$ cat src/rtl/vcoal_defs.svh
`ifndef VCOAL_DEFS_SVH
`define VCOAL_DEFS_SVH

// vector lanes served by one memory operation
`define VCOAL_NUM_LANES 4

// address and data word width
`define VCOAL_WORD_BITS 32

// words per data cache block
`define VCOAL_BLOCK_WORDS 4

// word index bits inside a block
`define VCOAL_BLOCK_BITS 2

`endif

$ cat src/rtl/vcoal_mem_pkg.sv
`include "vcoal_defs.svh"

package vcoal_mem_pkg;

    // one address or data word
    typedef logic [`VCOAL_WORD_BITS-1:0] word_t;

    // block-wide store data, word 0 in the low bits
    typedef logic [`VCOAL_BLOCK_WORDS-1:0][`VCOAL_WORD_BITS-1:0] block_t;

    // one enable per byte of a block, active high
    typedef logic [`VCOAL_BLOCK_WORDS*`VCOAL_WORD_BITS/8-1:0] byte_en_t;

    typedef enum logic [1:0] {
        SEW8  = 2'd0,
        SEW16 = 2'd1,
        SEW32 = 2'd2
    } eew_t;

    // load type handed to the cache for sign handling and extraction
    typedef enum logic [1:0] {
        LB = 2'd0,
        LH = 2'd1,
        LW = 2'd2
    } load_type_t;

endpackage

$ cat src/rtl/vcoal_lane_pkg.sv
`include "vcoal_defs.svh"

package vcoal_lane_pkg;

    // lane number
    typedef logic [$clog2(`VCOAL_NUM_LANES)-1:0] lane_idx_t;

    // one bit per lane, bit 0 is lane 0
    typedef logic [`VCOAL_NUM_LANES-1:0] lane_mask_t;

    // one word per lane, lane 0 in the low bits
    typedef logic [`VCOAL_NUM_LANES-1:0][`VCOAL_WORD_BITS-1:0] lane_words_t;

endpackage

$ cat src/rtl/lane_tracker.sv
`timescale 1ns/10ps

`include "vcoal_defs.svh"

module lane_tracker (
    input  logic                       CLK,
    input  logic                       nRST,
    input  logic                       flush,
    input  logic                       mem_ren,
    input  logic                       mem_wen,
    input  vcoal_lane_pkg::lane_mask_t  lane_mask,
    input  vcoal_lane_pkg::lane_words_t lane_addr,
    input  vcoal_lane_pkg::lane_words_t lane_store_data,
    input  vcoal_lane_pkg::lane_mask_t  group,
    input  logic                       lsc_ready,
    output vcoal_lane_pkg::lane_mask_t  unserved,
    output vcoal_lane_pkg::lane_idx_t   leader,
    output vcoal_mem_pkg::word_t        lsc_addr,
    output vcoal_mem_pkg::word_t        lsc_store_data,
    output logic                       lsc_ren,
    output logic                       lsc_wen,
    output vcoal_lane_pkg::lane_mask_t  lsc_lane_en,
    output logic                       stall
);

    import vcoal_lane_pkg::*;

    lane_mask_t served;
    lane_mask_t next_served;
    logic       mem_op;
    logic       lanes_left;
    logic       req;
    logic       accept;
    logic       last_group;

    // lanes of the current operation still waiting for a request
    assign unserved   = lane_mask & ~served;
    assign lanes_left = |unserved;
    assign mem_op     = mem_ren | mem_wen;

    // lowest unserved lane leads the next group
    always_comb begin
        leader = '0;
        for (int i = `VCOAL_NUM_LANES - 1; i >= 0; i--) begin
            if (unserved[i]) begin
                leader = lane_idx_t'(i);
            end
        end
    end

    assign req    = mem_op & lanes_left;
    assign accept = req & lsc_ready;

    // nothing outside the current group is left after it
    assign last_group = ((unserved & ~group) == '0);

    assign lsc_ren        = mem_ren & lanes_left;
    assign lsc_wen        = mem_wen & lanes_left;
    assign lsc_lane_en    = mem_op ? group : '0;
    assign lsc_addr       = lane_addr[leader];
    assign lsc_store_data = lane_store_data[leader];

    // drops in the cycle the final group is taken so the vector unit moves on
    assign stall = req & ~(accept & last_group);

    always_comb begin
        next_served = served;
        if (!req) begin
            // idle or empty mask, start the next operation clean
            next_served = '0;
        end else if (accept) begin
            if (last_group) begin
                next_served = '0;
            end else begin
                next_served = served | group;
            end
        end
    end

    always_ff @(posedge CLK or negedge nRST) begin
        if (!nRST) begin
            served <= '0;
        end else if (flush) begin
            served <= '0;
        end else begin
            served <= next_served;
        end
    end

endmodule

$ cat src/rtl/block_matcher.sv
`timescale 1ns/10ps

`include "vcoal_defs.svh"

module block_matcher (
    input  vcoal_lane_pkg::lane_words_t lane_addr,
    input  vcoal_lane_pkg::lane_mask_t  unserved,
    input  vcoal_lane_pkg::lane_idx_t   leader,
    output vcoal_lane_pkg::lane_mask_t  group
);

    import vcoal_lane_pkg::*;

    // byte offset plus word index sit below the block tag
    localparam int TAG_LSB = `VCOAL_BLOCK_BITS + 2;

    logic [`VCOAL_WORD_BITS-1:TAG_LSB] leader_tag;
    lane_mask_t                        tag_match;

    assign leader_tag = lane_addr[leader][`VCOAL_WORD_BITS-1:TAG_LSB];

    always_comb begin
        tag_match = '0;
        for (int i = 0; i < `VCOAL_NUM_LANES; i++) begin
            tag_match[i] = (lane_addr[i][`VCOAL_WORD_BITS-1:TAG_LSB] == leader_tag);
        end
    end

    // the leader always matches its own tag, so it is in the group while it is unserved
    assign group = tag_match & unserved;

endmodule

$ cat src/rtl/store_merger.sv
`timescale 1ns/10ps

`include "vcoal_defs.svh"

module store_merger (
    input  vcoal_lane_pkg::lane_words_t lane_addr,
    input  vcoal_lane_pkg::lane_words_t lane_store_data,
    input  vcoal_lane_pkg::lane_mask_t  group,
    input  vcoal_mem_pkg::eew_t         eew,
    output vcoal_mem_pkg::block_t       lsc_store_block,
    output vcoal_mem_pkg::byte_en_t     lsc_byte_en,
    output vcoal_mem_pkg::load_type_t   lsc_load_type
);

    import vcoal_mem_pkg::*;

    localparam int BYTES_PER_WORD = `VCOAL_WORD_BITS / 8;
    localparam int HALVES_PER_WORD = BYTES_PER_WORD / 2;

    logic [`VCOAL_BLOCK_BITS-1:0] word_idx;
    logic [1:0]                   byte_off;
    logic [BYTES_PER_WORD-1:0]    lane_be;
    word_t                        lane_word;

    always_comb begin
        lsc_store_block = '0;
        lsc_byte_en     = '0;
        for (int i = 0; i < `VCOAL_NUM_LANES; i++) begin
            word_idx = lane_addr[i][`VCOAL_BLOCK_BITS+1:2];
            byte_off = lane_addr[i][1:0];
            lane_be  = '0;

            // element copied to every slot, enables pick the one it lands in
            case (eew)
                SEW8: begin
                    lane_word         = {BYTES_PER_WORD{lane_store_data[i][7:0]}};
                    lane_be[byte_off] = 1'b1;
                end
                SEW16: begin
                    lane_word = {HALVES_PER_WORD{lane_store_data[i][15:0]}};
                    lane_be[{byte_off[1], 1'b0} +: 2] = 2'b11;
                end
                default: begin
                    lane_word = lane_store_data[i];
                    lane_be   = '1;
                end
            endcase

            if (group[i]) begin
                for (int b = 0; b < BYTES_PER_WORD; b++) begin
                    if (lane_be[b]) begin
                        lsc_store_block[word_idx][b*8 +: 8] = lane_word[b*8 +: 8];
                    end
                end
                lsc_byte_en[word_idx*BYTES_PER_WORD +: BYTES_PER_WORD] =
                    lsc_byte_en[word_idx*BYTES_PER_WORD +: BYTES_PER_WORD] | lane_be;
            end
        end
    end

    always_comb begin
        case (eew)
            SEW8:    lsc_load_type = LB;
            SEW16:   lsc_load_type = LH;
            default: lsc_load_type = LW;
        endcase
    end

endmodule

$ cat src/rtl/vcoal_top.sv
`timescale 1ns/10ps

module vcoal_top (
    input  logic                       CLK,
    input  logic                       nRST,
    input  logic                       flush,
    input  logic                       mem_ren,
    input  logic                       mem_wen,
    input  vcoal_lane_pkg::lane_words_t lane_addr,
    input  vcoal_lane_pkg::lane_mask_t  lane_mask,
    input  vcoal_lane_pkg::lane_words_t lane_store_data,
    input  vcoal_mem_pkg::eew_t         eew,
    input  logic                       lsc_ready,
    output vcoal_mem_pkg::word_t        lsc_addr,
    output logic                       lsc_ren,
    output logic                       lsc_wen,
    output vcoal_lane_pkg::lane_mask_t  lsc_lane_en,
    output vcoal_lane_pkg::lane_idx_t   lsc_curr_lane,
    output vcoal_mem_pkg::word_t        lsc_store_data,
    output vcoal_mem_pkg::block_t       lsc_store_block,
    output vcoal_mem_pkg::byte_en_t     lsc_byte_en,
    output vcoal_mem_pkg::load_type_t   lsc_load_type,
    output logic                       stall
);

    import vcoal_lane_pkg::*;

    lane_mask_t unserved;
    lane_mask_t group;
    lane_idx_t  leader;

    // the leader index is what the cache sees as the current lane
    assign lsc_curr_lane = leader;

    lane_tracker u_lane_tracker (
        .CLK             (CLK),
        .nRST            (nRST),
        .flush           (flush),
        .mem_ren         (mem_ren),
        .mem_wen         (mem_wen),
        .lane_mask       (lane_mask),
        .lane_addr       (lane_addr),
        .lane_store_data (lane_store_data),
        .group           (group),
        .lsc_ready       (lsc_ready),
        .unserved        (unserved),
        .leader          (leader),
        .lsc_addr        (lsc_addr),
        .lsc_store_data  (lsc_store_data),
        .lsc_ren         (lsc_ren),
        .lsc_wen         (lsc_wen),
        .lsc_lane_en     (lsc_lane_en),
        .stall           (stall)
    );

    block_matcher u_block_matcher (
        .lane_addr (lane_addr),
        .unserved  (unserved),
        .leader    (leader),
        .group     (group)
    );

    store_merger u_store_merger (
        .lane_addr       (lane_addr),
        .lane_store_data (lane_store_data),
        .group           (group),
        .eew             (eew),
        .lsc_store_block (lsc_store_block),
        .lsc_byte_en     (lsc_byte_en),
        .lsc_load_type   (lsc_load_type)
    );

endmodule

$ cat config.mk
export PLATFORM = sky130hd
export DESIGN_NAME = vcoal_top
export DESIGN_NICKNAME = d
export VERILOG_FILES = /design/src/rtl/vcoal_mem_pkg.sv /design/src/rtl/vcoal_lane_pkg.sv /design/src/rtl/lane_tracker.sv /design/src/rtl/block_matcher.sv /design/src/rtl/store_merger.sv /design/src/rtl/vcoal_top.sv
export VERILOG_INCLUDE_DIRS = /design/src /design/src/rtl
export SDC_FILE = /design/constraint.sdc
export NUM_CORES = 1
export LEC_CHECK = 0
export BUFFER_PORTS_ARGS = -buffer_cell sky130_fd_sc_hd__buf_2
export CORE_AREA = 10 10 181 183
export DETAILED_ROUTE_END_ITERATION = 12
export DIE_AREA = 0 0 191 193
export PLACE_DENSITY = 0.7
export SLEW_MARGIN = 20
export SYNTH_ARGS = -nofsm -noshare
export SYNTH_HDL_FRONTEND = slang
export SYNTH_SLANG_ARGS = --single-unit
$ cat constraint.sdc
create_clock -name CLK -period 11.35 [get_ports CLK]
set_input_delay 0.5675 -clock CLK [delete_from_list [all_inputs] [get_ports CLK]]
set_output_delay 0.5675 -clock CLK [all_outputs]
set_load 0.05 [all_outputs]
==> impl_metrics.tcl <==
set metrics [dict create \
    status "completed" \
    syn_inst 1662 \
    fp.dieArea_um2 36900 \
    top_regs "u_lane_tracker.served: 4 flops" \
    powerDensity_nw_per_um2 50.2 \
    yosysWarnings 0 \
    p_sw_w 0.000473 \
    clock_sinks 4 \
    maxCapViolations 0 \
    regMostFlops "u_lane_tracker.served" \
    synth_area_per_cell_um2 7.18 \
    final_area_um2 14500 \
    cts_hold_buf 0 \
    rows 63 \
    arrival_ps 6260 \
    hold_path.class "in2async" \
    rsz0062_at_grt "false" \
    pwr-share-clk_pct 7.8 \
    fillCellCount 3013 \
    placed_cell_area_um2 14400 \
    hold_viol 0 \
    ys_async_sr_fraction_pct 100 \
    htree_levels 1 \
    final_antenna_net_count 0 \
    clock.fmax_mhz 147 \
    synth-seq-cells 4 \
    drt_iter0_markers 2108 \
    cts_tree "yes" \
    swShare_pct 65.1 \
    grt_first_pass_wirelength_mm 103 \
    antenna_found_initial 10 \
    grt_max_degree 74 \
    largest_register_ffs 4 \
    drc 0 \
    cts_root_buf "clkbuf_16" \
    nNetsFinal 2335 \
    clockBufferDepth 2 \
    tightest_slew_ps 1080 \
    skew_ps 0.954 \
    num_vias 16200 \
    whs_ps 139 \
    peakVddDrop_mv 0.0850 \
    p_comb_share_pct 90.2 \
    p_int_w 0.000253 \
    cts_buffers 3 \
    period_minus_slack_ps 6820 \
    clk_latency_ps 230 \
    cp_max_fo 41 \
    fp.dieW_um 191 \
    dp_slack_ps 4660 \
    layout-drive-gt1-share_pct 31.6 \
    power_w 0.000726 \
    syn_area_um2 11900 \
    dr.pass1.iters 9 \
    io_buffer_count 486 \
    drt-wirelength-per-cell_um 30.1 \
    slew_viol_final 0 \
    pwr-share-seq_pct 2.0 \
    synth_seq_area_share_pct 0.839 \
    dp_hpwl_mm 58.6 \
    fin_crit_sh_pct 60.1 \
    p_leak_nw 7.34 \
    path_clk_slew_ps 30 \
    slew_headroom_pct 27.8 \
    ys_types 98 \
    gp_routability_congestion 1.04 \
    setup_viol 0 \
    setup_slack_ps 4530 \
    area_delta_synth_final_pct 21.3 \
    grtUsageTotal_pct 36.6 \
    synth-edff-count 0 \
    synth_flop_cell "dfrtp_1" \
    cts.repair.resized 0 \
    drt_wl_total_mm 73.1 \
    crit_required_ps 10780 \
    crit_type "in2out" \
    crit_path_end_kind "output port" \
    fin_setup_tns_ps 0 \
    grt.overflow.total 0 \
    synth_fp_nets 1959 \
    die_h_um 193 \
    initial_utilization_pct 40.8 \
    ioPinCount 487 \
    grt_pass1_vias 15600 \
    drt-vias-per-instance 6.66 \
    core_um2 29200 \
    startpoint_type "input pin" \
    cts_setup_buffers 0 \
]
through the flow:
step                      util, %  cells
after detailed placement     49.2   2423
after floorplan                 -   1662
final                        49.5   2431
after global placement       49.2   2423
after global routing         49.5   2430
after CTS                    49.4   2426
power groups by stage:
stage / Sequential, W / Combinational, W / Clock [W]
after CTS: 0.0000148 / 0.000638 / 0.0000564
after global routing: 0.0000148 / 0.000679 / 0.0000567
after global placement: 0.0000150 / 0.000635 / 0
after detailed placement: 0.0000150 / 0.000636 / 0
final: 0.0000148 / 0.000655 / 0.0000564
after floorplan: 0.0000149 / 0.000408 / 0
worst max-delay path, stage by stage:
cell,delay [ps]
buf_2,90
nor2b_1,570
o21ai_2,300
inv_2,820
mux2i_1,360
xnor2_1,110
o31ai_1,350
nand4b_1,160
nor4_2,260
buf_4,180
and2_1,820
nand3_1,660
or2_2,490
a31o_2,270
buf_2,220
metal layers:
metal,vias up,share of wire (%),wire length (um),global-route usage [%]
met5,-,0.064,47,0
met4,10,5.7,4160,18.8
met2,1308,45,32700,58.4
met3,265,12,8880,9.55
met1,7611,37,27300,44.8
li1,6992,-,-,-
placed cells by master (no fill, tap or decap), drive strengths merged, types with 6 or more instances in the layout:
cell / count
a21o: 18
a21oi: 71
a221o: 7
a221oi: 14
a22o: 6
a22oi: 17
a31o: 13
a31oi: 24
and2: 18
and3: 40
and4: 8
buf: 498
ha: 29
inv: 31
mux2: 47
mux2i: 298
mux4: 36
nand2: 244
nand2b: 40
nand3: 49
nand3b: 20
nand4: 14
nand4b: 9
nor2: 116
nor2b: 16
nor3: 14
nor4: 13
o211ai: 72
o21ai: 78
or2: 21
or3: 11
or4: 6
xnor2: 19
xor2: 34
cells in the mapped netlist, types with 9 or more instances:
cell / n / area, um^2
and3_1: 40 / 250
nand2b_1: 40 / 250
nor3_1: 12 / 60.1
buf_2: 26 / 130
nand2_1: 243 / 912
nor2_1: 115 / 432
a31o_2: 11 / 96.3
xor2_1: 34 / 298
and2_1: 18 / 113
buf_1: 27 / 101
a22oi_1: 16 / 120
mux2_2: 47 / 529
a31oi_1: 24 / 150
or2_2: 17 / 106
a21oi_1: 71 / 355
inv_1: 30 / 113
xnor2_1: 19 / 166
a21o_1: 18 / 135
mux4_2: 36 / 811
mux2i_1: 298 / 2980
nand4_1: 13 / 81.3
clkbuf_1: 58 / 218
nand4b_1: 9 / 78.8
nor2b_1: 14 / 87.6
nand3b_1: 20 / 150
nand3_1: 49 / 245
o21ai_0: 75 / 375
ha_1: 29 / 363
or3_1: 11 / 68.8
o211ai_1: 72 / 541
a221oi_1: 11 / 96.3
nor4_1: 10 / 62.6
final cells by class:
class | count | area (um^2) | area share (%)
antenna | 5 | 12.5 | 0.0864
multi-input combinational | 1500 | 11200 | 77.1
inverter | 31 | 116 | 0.804
tap | 390 | 488 | 3.37
timing repair buffer | 498 | 2520 | 17.4
clock buffer | 3 | 75.1 | 0.519
sequential | 4 | 100 | 0.692
logic make-up after synthesis:
logic type / count (synthesis) / share of synthesized area (%)
buf+inv: 158 / 5.96
fa+ha+maj: 29 / 3.04
xor+xnor: 53 / 3.89
simple gates: 655 / 27.9
mux: 381 / 36.2
compound gates: 382 / 22.2
flops: 4 / 0.839
final timing paths:
| path | start | slack, ps | to | cells after the start |
|---|---|---|---|---|
| max reg2reg | u_lane_tracker.served[3]$_DFFE_PN0P_ | 6540 | u_lane_tracker.served[2]$_DFFE_PN0P_ | 12 |
| max in group asynchronous | nRST | 11090 | u_lane_tracker.served[1]$_DFFE_PN0P_ | 1 |
| max | lane_mask[3] | 4530 | lsc_store_block[67] | 15 |
| min reg2reg | u_lane_tracker.served[3]$_DFFE_PN0P_ | 550 | u_lane_tracker.served[3]$_DFFE_PN0P_ | 2 |
| min in group CLK | u_lane_tracker.served[3]$_DFFE_PN0P_ | 550 | u_lane_tracker.served[3]$_DFFE_PN0P_ | 2 |
| min | nRST | 140 | u_lane_tracker.served[3]$_DFFE_PN0P_ | 1 |
(Power assumes the default switching activity.)
